`src/hdl/ctrl_reg_pkg.sv`:
```
package ctrl_reg_pkg;

  // Host bus word and register width
  typedef logic [15:0] data_t;
  // Register index as seen on the host bus
  typedef logic [7:0]  addr_t;
  // Byte enables, bit 0 low byte, bit 1 high byte
  typedef logic [1:0]  be_t;
  // Register kind code used by the map table
  typedef logic [1:0]  reg_kind_t;

  localparam reg_kind_t KIND_RW  = 2'd0; // Host read/write
  localparam reg_kind_t KIND_RO  = 2'd1; // Captured from status input
  localparam reg_kind_t KIND_W1C = 2'd2; // Interrupt status, write one to clear

  localparam int MAP_SIZE = 8; // Entries in the register map

  // Index of the interrupt status register
  localparam int IRQ_IDX = 6;

  // Kind of each register, index 0 first
  localparam reg_kind_t REG_KIND [0:MAP_SIZE-1] = '{
    KIND_RW,   // CTRL
    KIND_RW,   // MODE
    KIND_RW,   // SCROLL_X
    KIND_RW,   // SCROLL_Y
    KIND_RO,   // STATUS
    KIND_RO,   // FRAME_COUNT
    KIND_W1C,  // IRQ_STATUS
    KIND_RW    // SCRATCH
  };

  // Reset value of each register, index 0 first
  localparam data_t REG_RESET [0:MAP_SIZE-1] = '{
    16'h0000,  // CTRL
    16'h0011,  // MODE
    16'h0000,  // SCROLL_X
    16'h0000,  // SCROLL_Y
    16'h0000,  // STATUS
    16'h0000,  // FRAME_COUNT
    16'h0000,  // IRQ_STATUS
    16'hA5A5   // SCRATCH
  };

endpackage

```
`src/hdl/reg_write_if.sv`:
```
`timescale 1ns/100ps

// Decoded host write, fanned out to every register slice
interface reg_write_if #(
  parameter int NUM_REGS = 8
);

  logic                  wr;    // Single cycle write strobe
  logic [NUM_REGS-1:0]   sel;   // One-hot register select
  ctrl_reg_pkg::be_t     be;    // Byte enables of the write
  ctrl_reg_pkg::data_t   wdata; // Write data

  // Decoder side drives the write
  modport decoder (
    output wr,
    output sel,
    output be,
    output wdata
  );

  // Each slice only listens
  modport slice (
    input wr,
    input sel,
    input be,
    input wdata
  );

endinterface

```
`src/hdl/reg_bus_decoder.sv`:
```
`timescale 1ns/100ps

module reg_bus_decoder #(
  parameter int NUM_REGS = 8
) (
  input  logic                clk,
  input  logic                rst_n,
  input  logic                bus_en,    // One cycle request strobe
  input  logic                bus_wr,    // 1 write, 0 read
  input  ctrl_reg_pkg::be_t   bus_be,
  input  ctrl_reg_pkg::addr_t bus_addr,
  input  ctrl_reg_pkg::data_t bus_wdata,
  reg_write_if.decoder        wif,
  output logic                rd,        // Legal read, one cycle
  output ctrl_reg_pkg::addr_t rd_addr,
  output logic                err        // Illegal access, one cycle
);

  logic                in_range; // Address hits a built register
  logic                is_ro;    // Address hits a read-only register
  logic [NUM_REGS-1:0] sel_d;    // One-hot decode of bus_addr
  logic                wr_ok;
  logic                rd_ok;

  assign in_range = (bus_addr < NUM_REGS);

  // Table lookup, walked as a loop so unmapped addresses never index the table
  always_comb begin
    is_ro = 1'b0;
    for (int i = 0; i < ctrl_reg_pkg::MAP_SIZE; i++) begin
      if (bus_addr == ctrl_reg_pkg::addr_t'(i) &&
          ctrl_reg_pkg::REG_KIND[i] == ctrl_reg_pkg::KIND_RO) begin
        is_ro = 1'b1;
      end
    end
  end

  always_comb begin
    for (int i = 0; i < NUM_REGS; i++) begin
      sel_d[i] = (bus_addr == ctrl_reg_pkg::addr_t'(i));
    end
  end

  assign wr_ok = bus_en & bus_wr & in_range & ~is_ro; // RO writes never strobe
  assign rd_ok = bus_en & ~bus_wr & in_range;

  // Request strobes
  always_ff @(posedge clk) begin
    if (!rst_n) begin
      wif.wr <= 1'b0;
      rd     <= 1'b0;
      err    <= 1'b0;
    end else begin
      wif.wr <= wr_ok;
      rd     <= rd_ok;
      // Unmapped address either way, or a write to a status register
      err    <= bus_en & (~in_range | (bus_wr & is_ro));
    end
  end

  // Request payload, only meaningful alongside a strobe
  always_ff @(posedge clk) begin
    wif.sel   <= sel_d;
    wif.be    <= bus_be;
    wif.wdata <= bus_wdata;
    rd_addr   <= bus_addr;
  end

endmodule

```
`src/hdl/reg_slice.sv`:
```
`timescale 1ns/100ps

module reg_slice #(
  parameter int IDX = 0 // Register index in the map table
) (
  input  logic                clk,
  input  logic                rst_n,
  reg_write_if.slice          wif,
  input  ctrl_reg_pkg::data_t status, // Status word, RO kind only
  input  ctrl_reg_pkg::data_t set,    // Interrupt set bits, W1C kind only
  output ctrl_reg_pkg::data_t value
);

  localparam ctrl_reg_pkg::reg_kind_t KIND      = ctrl_reg_pkg::REG_KIND[IDX];
  localparam ctrl_reg_pkg::data_t     RESET_VAL = ctrl_reg_pkg::REG_RESET[IDX];

  logic                hit;    // This slice is written this cycle
  ctrl_reg_pkg::data_t bmask;  // Bit mask of the enabled bytes
  ctrl_reg_pkg::data_t clr;    // Bits written with one
  ctrl_reg_pkg::data_t next;

  assign hit   = wif.wr & wif.sel[IDX];
  assign bmask = {{8{wif.be[1]}}, {8{wif.be[0]}}};
  assign clr   = hit ? (wif.wdata & bmask) : '0;

  // Next value by register kind
  always_comb begin
    next = value;
    case (KIND)
      ctrl_reg_pkg::KIND_RW: begin
        if (hit) begin
          next = (value & ~bmask) | (wif.wdata & bmask); // Merge enabled bytes
        end
      end
      ctrl_reg_pkg::KIND_RO: begin
        next = status; // Track status every cycle
      end
      ctrl_reg_pkg::KIND_W1C: begin
        // Clear first, then set, so a simultaneous set wins
        next = (value & ~clr) | set;
      end
      default: begin
        next = value;
      end
    endcase
  end

  always_ff @(posedge clk) begin
    if (!rst_n) begin
      value <= RESET_VAL;
    end else begin
      value <= next;
    end
  end

endmodule

```
`src/hdl/reg_read_mux.sv`:
```
`timescale 1ns/100ps

module reg_read_mux #(
  parameter int NUM_REGS = 8
) (
  input  logic                               clk,
  input  logic                               rst_n,
  input  logic                               rd,      // Legal read from decoder
  input  logic                               err,     // Illegal access from decoder
  input  ctrl_reg_pkg::addr_t                rd_addr,
  input  ctrl_reg_pkg::data_t [NUM_REGS-1:0] values,  // All slice outputs
  output ctrl_reg_pkg::data_t                rdata,
  output logic                               rvalid,
  output logic                               irq
);

  ctrl_reg_pkg::data_t sel_val; // Addressed slice value

  // Loop select keeps an out of range rd_addr off the array index
  always_comb begin
    sel_val = '0;
    for (int i = 0; i < NUM_REGS; i++) begin
      if (rd_addr == ctrl_reg_pkg::addr_t'(i)) begin
        sel_val = values[i];
      end
    end
  end

  // One response per request, errors included
  always_ff @(posedge clk) begin
    if (!rst_n) begin
      rvalid <= 1'b0;
    end else begin
      rvalid <= rd | err;
    end
  end

  // Error responses carry zero data
  always_ff @(posedge clk) begin
    rdata <= rd ? sel_val : '0;
  end

  // Interrupt line, one cycle behind IRQ_STATUS
  if (ctrl_reg_pkg::IRQ_IDX < NUM_REGS) begin : g_irq
    always_ff @(posedge clk) begin
      if (!rst_n) begin
        irq <= 1'b0;
      end else begin
        irq <= |values[ctrl_reg_pkg::IRQ_IDX];
      end
    end
  end else begin : g_no_irq
    assign irq = 1'b0; // Interrupt register not built
  end

endmodule

```
`src/hdl/ctrl_regs.sv`:
```
`timescale 1ns/100ps

module ctrl_regs #(
  parameter int NUM_REGS = 8 // Registers built, 1 to MAP_SIZE
) (
  input  logic                               clk,
  input  logic                               rst_n,
  // Host bus
  input  logic                               bus_en,
  input  logic                               bus_wr,
  input  ctrl_reg_pkg::be_t                  bus_be,
  input  ctrl_reg_pkg::addr_t                bus_addr,
  input  ctrl_reg_pkg::data_t                bus_wdata,
  output ctrl_reg_pkg::data_t                bus_rdata,
  output logic                               bus_rvalid,
  output logic                               bus_err,
  // Engine side
  input  ctrl_reg_pkg::data_t [NUM_REGS-1:0] status_in,   // Feeds RO registers
  input  ctrl_reg_pkg::data_t                irq_set,     // Interrupt set pulses
  output ctrl_reg_pkg::data_t [NUM_REGS-1:0] ctrl_values, // Current register values
  output logic                               irq
);

  reg_write_if #(.NUM_REGS(NUM_REGS)) wif (); // Decoded write bus

  logic                               rd;
  ctrl_reg_pkg::addr_t                rd_addr;
  logic                               err;
  ctrl_reg_pkg::data_t [NUM_REGS-1:0] values;

  reg_bus_decoder #(.NUM_REGS(NUM_REGS)) u_decoder (
    .clk       (clk),
    .rst_n     (rst_n),
    .bus_en    (bus_en),
    .bus_wr    (bus_wr),
    .bus_be    (bus_be),
    .bus_addr  (bus_addr),
    .bus_wdata (bus_wdata),
    .wif       (wif.decoder),
    .rd        (rd),
    .rd_addr   (rd_addr),
    .err       (err)
  );

  // One slice per built register
  for (genvar i = 0; i < NUM_REGS; i++) begin : g_reg
    reg_slice #(.IDX(i)) u_slice (
      .clk    (clk),
      .rst_n  (rst_n),
      .wif    (wif.slice),
      .status (status_in[i]),
      // Only the interrupt register sees the set pulses
      .set    ((i == ctrl_reg_pkg::IRQ_IDX) ? irq_set : ctrl_reg_pkg::data_t'(0)),
      .value  (values[i])
    );
  end

  reg_read_mux #(.NUM_REGS(NUM_REGS)) u_read_mux (
    .clk     (clk),
    .rst_n   (rst_n),
    .rd      (rd),
    .err     (err),
    .rd_addr (rd_addr),
    .values  (values),
    .rdata   (bus_rdata),
    .rvalid  (bus_rvalid),
    .irq     (irq)
  );

  // Error flag rides one stage behind the decoder, next to rvalid
  logic err_q;

  always_ff @(posedge clk) begin
    if (!rst_n) begin
      err_q <= 1'b0;
    end else begin
      err_q <= err;
    end
  end

  assign bus_err     = err_q;
  assign ctrl_values = values;

endmodule

```
`config.mk`:
```
export PLATFORM = sky130hd
export DESIGN_NAME = ctrl_regs
export DESIGN_NICKNAME = d
export VERILOG_FILES = /design/src/hdl/ctrl_reg_pkg.sv /design/src/hdl/reg_write_if.sv /design/src/hdl/reg_bus_decoder.sv /design/src/hdl/reg_slice.sv /design/src/hdl/reg_read_mux.sv /design/src/hdl/ctrl_regs.sv
export SDC_FILE = /design/constraint.sdc
export NUM_CORES = 1
export LEC_CHECK = 0
export ABC_AREA = 1
export ABC_CLOCK_PERIOD_IN_PS = 2000
export BUFFER_PORTS_ARGS = -buffer_cell sky130_fd_sc_hd__buf_2
export CAP_MARGIN = 20
export CORE_ASPECT_RATIO = 0.5
export CORE_UTILIZATION = 40
export DETAILED_ROUTE_END_ITERATION = 7
export GPL_TIMING_DRIVEN = 0
export MAX_ROUTING_LAYER = met4
export PLACE_DENSITY = 0.8
export SKIP_CTS_REPAIR_TIMING = 1
export SYNTH_ARGS = -nofsm -noshare
export SYNTH_HDL_FRONTEND = slang
export SYNTH_SLANG_ARGS = --single-unit
```
`constraint.sdc`:
```
create_clock -name clk -period 2 [get_ports clk]
set_clock_uncertainty 0.2 [all_clocks]
set_input_delay 0.1 -clock clk [delete_from_list [all_inputs] [get_ports clk]]
set_output_delay 0.1 -clock clk [all_outputs]
set_load 0.01 [all_outputs]
```
==> impl_metrics.toml, run 1 <==
[power]
power.ir.vdd_worst_uv = 520
comb_power_share_pct = 6.8
power_switching_share_pct = 25.8
sequentialPowerShare_pct = 48.2
totalPowerFinal_mw = 7.94
power_frac_clock_pct = 45.0
power_per_cell_area_nw_per_um2 = 812
total_leakage_power_nw = 4.80
p_sw_mw = 2.04
p_int_mw = 5.89

[die]
design.die.area_um2 = 17900
number_of_rows_in_the_core_area = 33
coreArea_um2 = 16700
die_w_um = 188
die_height_um = 95.1
pin_count = 321
initial_core_utilization_pct = 41.6

[yosys]
mapped_nets = 1050
synth_top_area_share_pct = 52.5
synth_fa_ha_area_share_pct = 0
yosysSeqAreaShare_pct = 52.5
muxShareOfSynthArea_pct = 0
netlist_area_um2 = 6940
syn-mean-instance-area_um2 = 7.92
synth_compound_area_share_pct = 15.0
synth_simple_gate_area_share_pct = 21.5
post_synth_inst_count = 876
synth_area_leaders = "dfxtp_1 53%, nand2_1 9.0%, a21oi_1 7.6%"
synthDistinctLibCells = 34
synth_top_family_by_area = "simple AND/OR/NAND/NOR gates"
synth-xor-area-share_pct = 0
yosysWarningCount = 0
synth_area_leader_cell = "dfxtp_1"
ys_seq_elements = 182

[cts]
tritoncts.num_buffers = 17
clk_root_buffer_cell = "clkbuf_16"
h-tree-depth = 4
clock_latency_on_the_worst_skew_pair_ns = 0.44
cts_tree = "yes"
cts.clk_slew.worst_paths_ns = 0.08
clock_tree.buffer_depth = 2
cts_num_sinks = 182

[global_route]
grt_usage_pct = 27.1
number_of_global_route_vias_before_repair = 6493
global_route.overflow_total = 0
grt_pass1_wl_um = 35500
grt_max_degree = 20
initial_antenna_violation_count = 1

[sta]
timing.setup.tns_ns = 0
worst_case_hold_slack_ns = 0.0827
clock.fmax_ghz = 0.515
timing_worst_slew_pin_value_ns = 0.786
timing.final.setup_violations = 0
timing.final.crit_period_ns = 1.94
slew_headroom_pct = 47.6
finalMaxSlewViolations = 0
timing.final.hold_violations = 0
timing.final.crit_share_pct = 97.1

[setup_path]
regToRegEndpoint = "u_read_mux.rdata[9]$_SDFF_PN0_"
timing_worst_setup_path_type = "reg2reg"
cp_data_required_time_ns = 2.14
r2r_setup_slack_ns = 0.06
worstRegToRegCells = 10
critPathCaptureType = "flop"
crit_fanout = 10
r2r-start = "u_decoder.rd_addr[2]$_DFF_P_"
critPathLaunchType = "flop"
worstPathArrival_ns = 2.08

[layout]
layout-area-overhead-vs-synth_pct = 40.9
finalNetCount = 1370
filler_cell_count = 1408
layout-drive-gt1-share_pct = 27.0

[hold_path]
worst_hold_path_stage_count = 4
worstHoldStart = "rst_n"
hold_path.class = "in2reg"

[place]
gpl.final_weighted_congestion = 0.961
dp_hpwl_um = 18400
io_buffers = 224

[detailed_routing]
route.vias.total = 7467
wire_per_inst_um = 18.2
drt_first_pass_iters = 6
avgViaCountPerCell = 5.20
drt_drc_violations_left = 0
ant_nets = 0
wirelength_um = 26200
detailedRoute.firstIterationViolations = 827

[job]
drv.max_cap_violation_count = 0

[run_status]
run_status = "finished, final reports clean"
[cell type report]
| class | instances | area (um^2) | area share (%) |
|---|---|---|---|
| inverter | 148 | 556 | 5.68 |
| timing repair buffer | 301 | 1890 | 19.4 |
| multi-input combinational | 508 | 2550 | 26.1 |
| sequential | 182 | 3650 | 37.3 |
| buffer | 38 | 206 | 2.11 |
| clock inverter | 15 | 206 | 2.11 |
| tap | 227 | 284 | 2.91 |
| antenna | 1 | 2.50 | 0.0256 |
| clock buffer | 17 | 425 | 4.35 |
[through the flow]
step	worst slack, ns	cells	util [%]	instance area (um^2)
after floorplan	0.469	876	-	6940
after global placement	0.0890	1327	50.0	8340
after detailed placement	0.0712	1327	50.0	8340
after CTS	0.0584	1359	53.8	8970
after global routing	-0.0412	1437	58.6	9770
final	0.0582	1437	58.6	9770
[critical path: stages (launching register included)]
cell and delay [ns]:
dfxtp_1 0.42, inv_1 0.07, nand2_2 0.17, nor2_4 0.10, buf_6 0.16, nand3_1 0.08, nand3_1 0.12, nor2_1 0.28
nand4_1 0.12, nand2_1 0.09, inv_1 0.04
[cell families after synthesis]
kind of cell | Yosys count
simple gates | 308
compound gates | 200
buf+inv | 186
flops | 182
[cell usage after synthesis (all sizes together)]
master	number
o221ai	1
nor3	8
clkinv	1
inv	147
nand3	64
nand4	17
o211ai	9
o21ai	80
buf	18
nor2	40
or2	1
o32ai	1
a41oi	1
clkbuf	20
a211oi	1
nand2	173
dfxtp	182
nor4	5
a21oi	107
[power by group through the flow]
stage	combinational, mW	clock [mW]	sequential, mW
finish	0.538	3.57	3.82
detailed placement	0.398	0	3.90
global placement	0.388	0	3.90
floorplan	0.169	0	3.89
global route	0.579	3.73	3.83
CTS	0.401	3.58	3.81
[how the worst max path moves through the flow]
stage                                            to                    startpoint  cells after the start
floorplan           u_read_mux.rdata[10]$_SDFF_PN0_  u_decoder.rd_addr[5]$_DFF_P_                      9
global placement     u_read_mux.rdata[3]$_SDFF_PN0_  u_decoder.rd_addr[0]$_DFF_P_                     10
detailed placement   u_read_mux.rdata[4]$_SDFF_PN0_  u_decoder.rd_addr[0]$_DFF_P_                     10
CTS                  u_read_mux.rdata[4]$_SDFF_PN0_  u_decoder.rd_addr[0]$_DFF_P_                     10
global route         u_read_mux.rdata[9]$_SDFF_PN0_  u_decoder.rd_addr[2]$_DFF_P_                     10
finish               u_read_mux.rdata[9]$_SDFF_PN0_  u_decoder.rd_addr[2]$_DFF_P_                     10
[cells in the final DEF, fill, tap and decap left out, types with 3 or more instances in the layout]
cell type,n
a21oi_1,105
buf_1,3
buf_2,230
buf_4,3
buf_6,6
clkbuf_1,20
clkbuf_16,17
clkinv_8,3
dfxtp_1,180
dlygate4sd3_1,77
inv_1,135
inv_2,12
inv_8,5
nand2_1,166
nand2_2,4
nand2_4,3
nand3_1,52
nand3_2,12
nand4_1,16
nor2_1,23
nor2_2,11
nor2_4,5
nor3_1,7
nor4_1,4
o211ai_1,9
o21ai_0,71
o21ai_1,9
[routing by layer]
metal / track usage (%) / part of all wire [%] / up-vias
met5: - / 0 / -
met4: 11.4 / 4.2 / 0
met3: 7.25 / 11 / 104
met2: 41.7 / 45 / 489
met1: 33.9 / 39 / 3424
li1: - / - / 3450
Power figures use the tool's default switching activity.
==> inputs of run 2 (changes only) <==
--- a/config.mk
+++ b/config.mk
@@ -10,11 +10,11 @@
 export BUFFER_PORTS_ARGS = -buffer_cell sky130_fd_sc_hd__buf_2
 export CAP_MARGIN = 20
 export CORE_ASPECT_RATIO = 0.5
-export CORE_UTILIZATION = 40
+export CORE_UTILIZATION = 47
 export DETAILED_ROUTE_END_ITERATION = 7
 export GPL_TIMING_DRIVEN = 0
 export MAX_ROUTING_LAYER = met4
-export PLACE_DENSITY = 0.8
+export PLACE_DENSITY = 0.9
 export SKIP_CTS_REPAIR_TIMING = 1
 export SYNTH_ARGS = -nofsm -noshare
 export SYNTH_HDL_FRONTEND = slang
==> run 2 against run 1 <==
Against the previous run:
- the flow now finishes with violations (setup timing)
- critical endpoint is now u_read_mux.rdata[7]$_SDFF_PN0_
- hold slack worse by 0.027 ns
- final area decreased by 0.97%
- sequential share of layout area up 0.37 points
- non-clock buffer count stayed put
- highest routed layer unchanged
- utilization grew 11 points
- combinational power barely moved
- via count up 0.96%
- total power decreased by 3.3%
- wire length shrank 2.4%
- largest power group unchanged
- count of clock-buffer cells in the layout is 1 higher
==> impl_metrics.toml, run 2 (synthesized netlist as in run 1, its figures left out) <==
[run_status]
run_status = "complete, but fails checks"
violations = "setup timing"

[detailed_routing]
route.vias.total = 7539
ant_nets = 0
avgViaCountPerCell = 5.38
wire_per_inst_um = 18.3
wirelength_um = 25600
drt_drc_violations_left = 0
detailedRoute.firstIterationViolations = 794
drt_first_pass_iters = 6

[layout]
layout-area-overhead-vs-synth_pct = 39.5
layout_commonest_cell = "buf_2"
commonest_cells_after_routing_fill_and_taps_aside = "230 x buf_2, 180 x dfxtp_1, 166 x nand2_1"
layout-drive-gt1-share_pct = 27.0
final_cell_count_no_fill = 1402
finalNetCount = 1370
final_design_area_no_fill_um2 = 9680

[setup_path]
cp_slowest_stage_delay_ns = 0.43
r2r_setup_slack_ns = -0.05
worstPathArrival_ns = 2.17
regToRegEndpoint = "u_read_mux.rdata[7]$_SDFF_PN0_"
slowest_stage = "dfxtp_1"
r2r-start = "u_decoder.rd_addr[2]$_DFF_P_"
timing.critical_path.mode_cell = "nor2_1"
timing_worst_setup_path_type = "reg2reg"
worstRegToRegCells = 10
critPathLaunchType = "flop"
setup.worst_path.start = "u_decoder.rd_addr[2]$_DFF_P_"
crit_fanout = 10
cp_data_required_time_ns = 2.12
critPathCaptureType = "flop"
cells_traversed_along_the_worst_timing_path = "inv_1, nand2_2, nor2_2, nand2_2, buf_6, nor2_2, nor2_1, nand4_1, nor2_1, nor2_1"

[global_route]
fraction_of_met1_tracks_used_by_global_routing_pct = 41.9
grt-busiest-layer = "met2"
grt_use_met3_pct = 6.73
number_of_global_route_vias_before_repair = 6681
global_route.overflow_total = 0
grt_max_degree = 18
grt_usage_pct = 31.9
grt_pass1_wl_um = 35700
initial_antenna_violation_count = 1
groute.layer.met2.usage_pct = 48.4

[cts]
cts_tree = "yes"
tritoncts.num_buffers = 17
h-tree-depth = 4
clock_tree.buffer_depth = 2
cts_num_sinks = 182
cts.clk_slew.worst_paths_ns = 0.07
clk_root_buffer_cell = "clkbuf_16"
clock_latency_on_the_worst_skew_pair_ns = 0.43

[power]
p_int_mw = 5.76
sequentialPowerShare_pct = 49.8
power_switching_share_pct = 25.0
totalPowerFinal_mw = 7.68
comb_power_share_pct = 7.0
power_frac_clock_pct = 43.2
power_per_cell_area_nw_per_um2 = 793
power.ir.vdd_worst_uv = 429
total_leakage_power_nw = 4.79
p_sw_mw = 1.92

[sta]
timing.final.setup_violations = 3
slew_headroom_pct = 50.9
timing.final.crit_period_ns = 2.05
finalMaxSlewViolations = 0
timing.setup.tns_ns = -0.110
timing.final.crit_share_pct = 103
layout_setup_ws_ns = -0.0537
timing.final.hold_violations = 0
timing_worst_slew_pin_value_ns = 0.736
clock.fmax_ghz = 0.487

[place]
gpl.final_weighted_congestion = 0.985
io_buffers = 224
placedCellCount = 1292
dp_hpwl_um = 18300
placed_cell_area_um2 = 8300

[die]
die_w_um = 174
pin_count = 321
die_height_um = 87.9
design.die.area_um2 = 15300
coreArea_um2 = 14000
number_of_rows_in_the_core_area = 30
initial_core_utilization_pct = 49.7

[hold_path]
worst_hold_path_stage_count = 4
worstHoldStart = "rst_n"
hold_path.class = "in2reg"

[job]
drv.max_cap_violation_count = 0
==> run 2: how the worst max path moves through the flow <==
stage                                      endpoint  cells after the start
floorplan           u_read_mux.rdata[10]$_SDFF_PN0_                      9
global placement     u_read_mux.rdata[3]$_SDFF_PN0_                     10
detailed placement   u_read_mux.rdata[3]$_SDFF_PN0_                     10
CTS                  u_read_mux.rdata[4]$_SDFF_PN0_                     10
global route         u_read_mux.rdata[8]$_SDFF_PN0_                     10
finish               u_read_mux.rdata[7]$_SDFF_PN0_                     10
==> run 2: layout make-up <==
cell class / count / area, um^2
fillers: 1087 / 4290
flip-flops and latches: 182 / 3650
multi-input cells: 508 / 2550
repair buffers: 301 / 1890
inverters: 148 / 556
clock buffers: 18 / 439
well taps: 192 / 240
plain buffers: 38 / 206
clock inverters: 14 / 144
diodes: 1 / 2.50
==> run 2: power by group through the flow <==
stage                     clock network, mW  logic, mW  registers, mW
final                                  3.32      0.535           3.82
after CTS                              3.31      0.401           3.81
after global routing                   3.48      0.577           3.83
after floorplan                           0      0.169           3.89
after detailed placement                  0      0.398           3.90
after global placement                    0      0.388           3.90
==> run 2: worst max-delay path: cells and delay by family (launching register included) <==
family                 cells  cell delay (ns)
and+or+nand+nor            8             1.06
DFF                        1             0.43
buffers and inverters      2             0.25
==> run 2: layer usage <==
| metal | share of wire [%] | up-vias |
|---|---|---|
| li1 | - | 3458 |
| met1 | 39 | 3463 |
| met2 | 45 | 524 |
| met3 | 12 | 94 |
| met4 | 3.2 | 0 |
| met5 | 0 | - |
==> run 2: per-stage QoR <==
| stage | hold WS (ns) | worst slack [ns] | utilization (%) |
|---|---|---|---|
| global route | 0.0978 | -0.0338 | 69.3 |
| finish | 0.0558 | -0.0537 | 69.3 |
| CTS | -0.439 | -0.0231 | 63.6 |
| detailed placement | 0.00357 | 0.0495 | 59.4 |
| floorplan | -0.0723 | 0.469 | - |
| global placement | 0.00360 | 0.0643 | 59.4 |
==> inputs of run 3 (changes only) <==
--- a/config.mk
+++ b/config.mk
@@ -6,9 +6,8 @@
 export NUM_CORES = 1
 export LEC_CHECK = 0
 export ABC_AREA = 1
-export ABC_CLOCK_PERIOD_IN_PS = 2000
+export ABC_CLOCK_PERIOD_IN_PS = 2200
 export BUFFER_PORTS_ARGS = -buffer_cell sky130_fd_sc_hd__buf_2
-export CAP_MARGIN = 20
 export CORE_ASPECT_RATIO = 0.5
 export CORE_UTILIZATION = 47
 export DETAILED_ROUTE_END_ITERATION = 7
==> constraint.sdc (replaced) <==
create_clock -name clk -period 2.2 [get_ports clk]
set_clock_uncertainty 0.2 [all_clocks]
set_input_delay 0.11 -clock clk [delete_from_list [all_inputs] [get_ports clk]]
set_output_delay 0.11 -clock clk [all_outputs]
set_load 0.01 [all_outputs]
==> run 3 against run 2 <==
Against the previous run:
- the run ends with DRC left
- register-to-register slack better by 0.18 ns
- final area down 0.25%
- flip-flop and latch count unchanged
- combinational power down 9.2%
- first-iteration DRC count up 11%
==> impl_metrics.toml, run 3 (synthesized netlist as in run 1, its figures left out) <==
[cts]
clock_tree.buffer_depth = 2
clk_root_buffer_cell = "clkbuf_16"
clock_latency_on_the_worst_skew_pair_ns = 0.43
cts_num_sinks = 182
tritoncts.num_buffers = 17
h-tree-depth = 4
cts.clk_slew.worst_paths_ns = 0.07
cts_tree = "yes"

[global_route]
initial_antenna_violation_count = 1
number_of_global_route_vias_before_repair = 6681
global_route.overflow_total = 0
grt_max_degree = 18
grt_pass1_wl_um = 35700
grt_usage_pct = 31.9

[place]
io_buffers = 224
gpl.final_weighted_congestion = 0.985
dp_hpwl_um = 18300
post_place_setup_slack_ns = 0.249
placedCellCount = 1292

[power]
power_frac_clock_pct = 43.2
power_switching_share_pct = 25.0
power.ir.vdd_worst_uv = 392
power_per_cell_area_nw_per_um2 = 723
total_leakage_power_nw = 4.78
comb_power_share_pct = 7.0
p_int_mw = 5.23
p_sw_mw = 1.75
sequentialPowerShare_pct = 49.8

[sta]
timing.final.crit_share_pct = 94.4
layout_setup_ws_ns = 0.124
timing.final.setup_violations = 0
clock.fmax_ghz = 0.482
timing.setup.tns_ns = 0
timing_worst_slew_pin_value_ns = 0.714
finalMaxSlewViolations = 0
rsz0062_at_grt = "false"
timing.final.hold_violations = 0
timing.final.crit_period_ns = 2.08
slew_headroom_pct = 52.4

[setup_path]
worstPathBufferInverterCount = 3
critPathCaptureType = "flop"
worstPathArrival_ns = 2.20
critPathLaunchType = "flop"
kind_of_cell_with_the_highest_combined_delay_on_the_critical_path = "simple AND/OR/NAND/NOR gates"
crit_fanout = 10
cp_slowest_stage_delay_ns = 0.43
slowest_stage = "dfxtp_1"
cp_data_required_time_ns = 2.33
cells_traversed_along_the_worst_timing_path = "inv_1, nand2_2, nor2_4, buf_6, nand3_1, nand3_1, nor2_1, nand4_1, nand2_1, inv_1"
timing_worst_setup_path_type = "reg2reg"

[layout]
layout-area-overhead-vs-synth_pct = 39.2
filler_cell_count = 1094
seq_area_um2 = 3640
commonest_cells_after_routing_fill_and_taps_aside = "230 x buf_2, 182 x dfxtp_1, 166 x nand2_1"
layout_commonest_cell = "buf_2"
layout-drive-gt1-share_pct = 26.1
final_cell_count_no_fill = 1402
multi_input_comb_area_um2 = 2530
finalNetCount = 1370

[detailed_routing]
route.vias.total = 7625
avgViaCountPerCell = 5.44
ant_nets = 0
wire_per_inst_um = 18.3
wirelength_um = 25600
drt_drc_violations_left = 16
detailedRoute.firstIterationViolations = 885
drt_first_pass_iters = 8

[hold_path]
hold_path.class = "in2reg"

[run_status]
violations = "DRC"
run_status = "complete, but fails checks"

[job]
drv.max_cap_violation_count = 0

[die]
die_height_um = 87.9
design.die.area_um2 = 15300
number_of_rows_in_the_core_area = 30
pin_count = 321
die_w_um = 174
coreArea_um2 = 14000
initial_core_utilization_pct = 49.7
==> run 3: cell counts in the layout (fill, tap and decap cells not counted) <==
No cell type changed its count.
==> run 3: through the flow <==
step,hold slack [ns],instance area (um^2),total power [mW],util (%)
global route,0.108,9650,7.16,69.1
CTS,-0.429,8880,6.84,63.6
floorplan,-0.0623,6940,3.69,-
global placement,0.0136,8300,3.89,59.4
detailed placement,0.0136,8300,3.90,59.4
finish,0.0802,9650,6.98,69.1
==> run 3: worst register-to-register path, cell delays in order (launching register included) <==
cell and delay, ns:
dfxtp_1 0.43, inv_1 0.09, nand2_2 0.17, nor2_4 0.10
buf_6 0.16, nand3_1 0.09, nand3_1 0.08, nor2_1 0.35
nand4_1 0.17, nand2_1 0.10, inv_1 0.04
==> run 3: path summary, 6_finish.rpt <==
path	startpoint	to	slack, ns	cells past startpoint
worst max register to register	u_decoder.rd_addr[2]$_DFF_P_	u_read_mux.rdata[4]$_SDFF_PN0_	0.12	10
worst max-delay path	u_decoder.rd_addr[2]$_DFF_P_	u_read_mux.rdata[4]$_SDFF_PN0_	0.12	10
worst min register to register	u_decoder.err$_SDFF_PN0_	bus_err$_SDFF_PN0_	0.25	2
worst min-delay path	rst_n	flop	0.08	4
==> run 3: power by group through the flow <==
stage / logic, mW / registers [mW] / clock network, mW
finish: 0.486 / 3.47 / 3.02
global route: 0.524 / 3.48 / 3.16
global placement: 0.352 / 3.54 / 0
CTS: 0.365 / 3.47 / 3.01
floorplan: 0.153 / 3.53 / 0
detailed placement: 0.362 / 3.54 / 0
==> run 3: final cells by class <==
cell class / instances / share of cell area, %
well taps: 192 / 2.49
clock inverters: 14 / 1.49
clock buffers: 18 / 4.55
inverters: 148 / 5.75
repair buffers: 301 / 19.6
diodes: 1 / 0.0259
flip-flops and latches: 182 / 37.7
multi-input cells: 508 / 26.2
plain buffers: 38 / 2.14
==> run 3: routing by layer <==
| metal | global-route usage (%) | vias up | wire, um |
|---|---|---|---|
| met4 | 12.6 | 0 | 845 |
| met2 | 48.4 | 535 | 11600 |
| li1 | - | 3463 | - |
| met5 | - | - | 0 |
| met3 | 6.73 | 94 | 2840 |
| met1 | 41.9 | 3533 | 10400 |
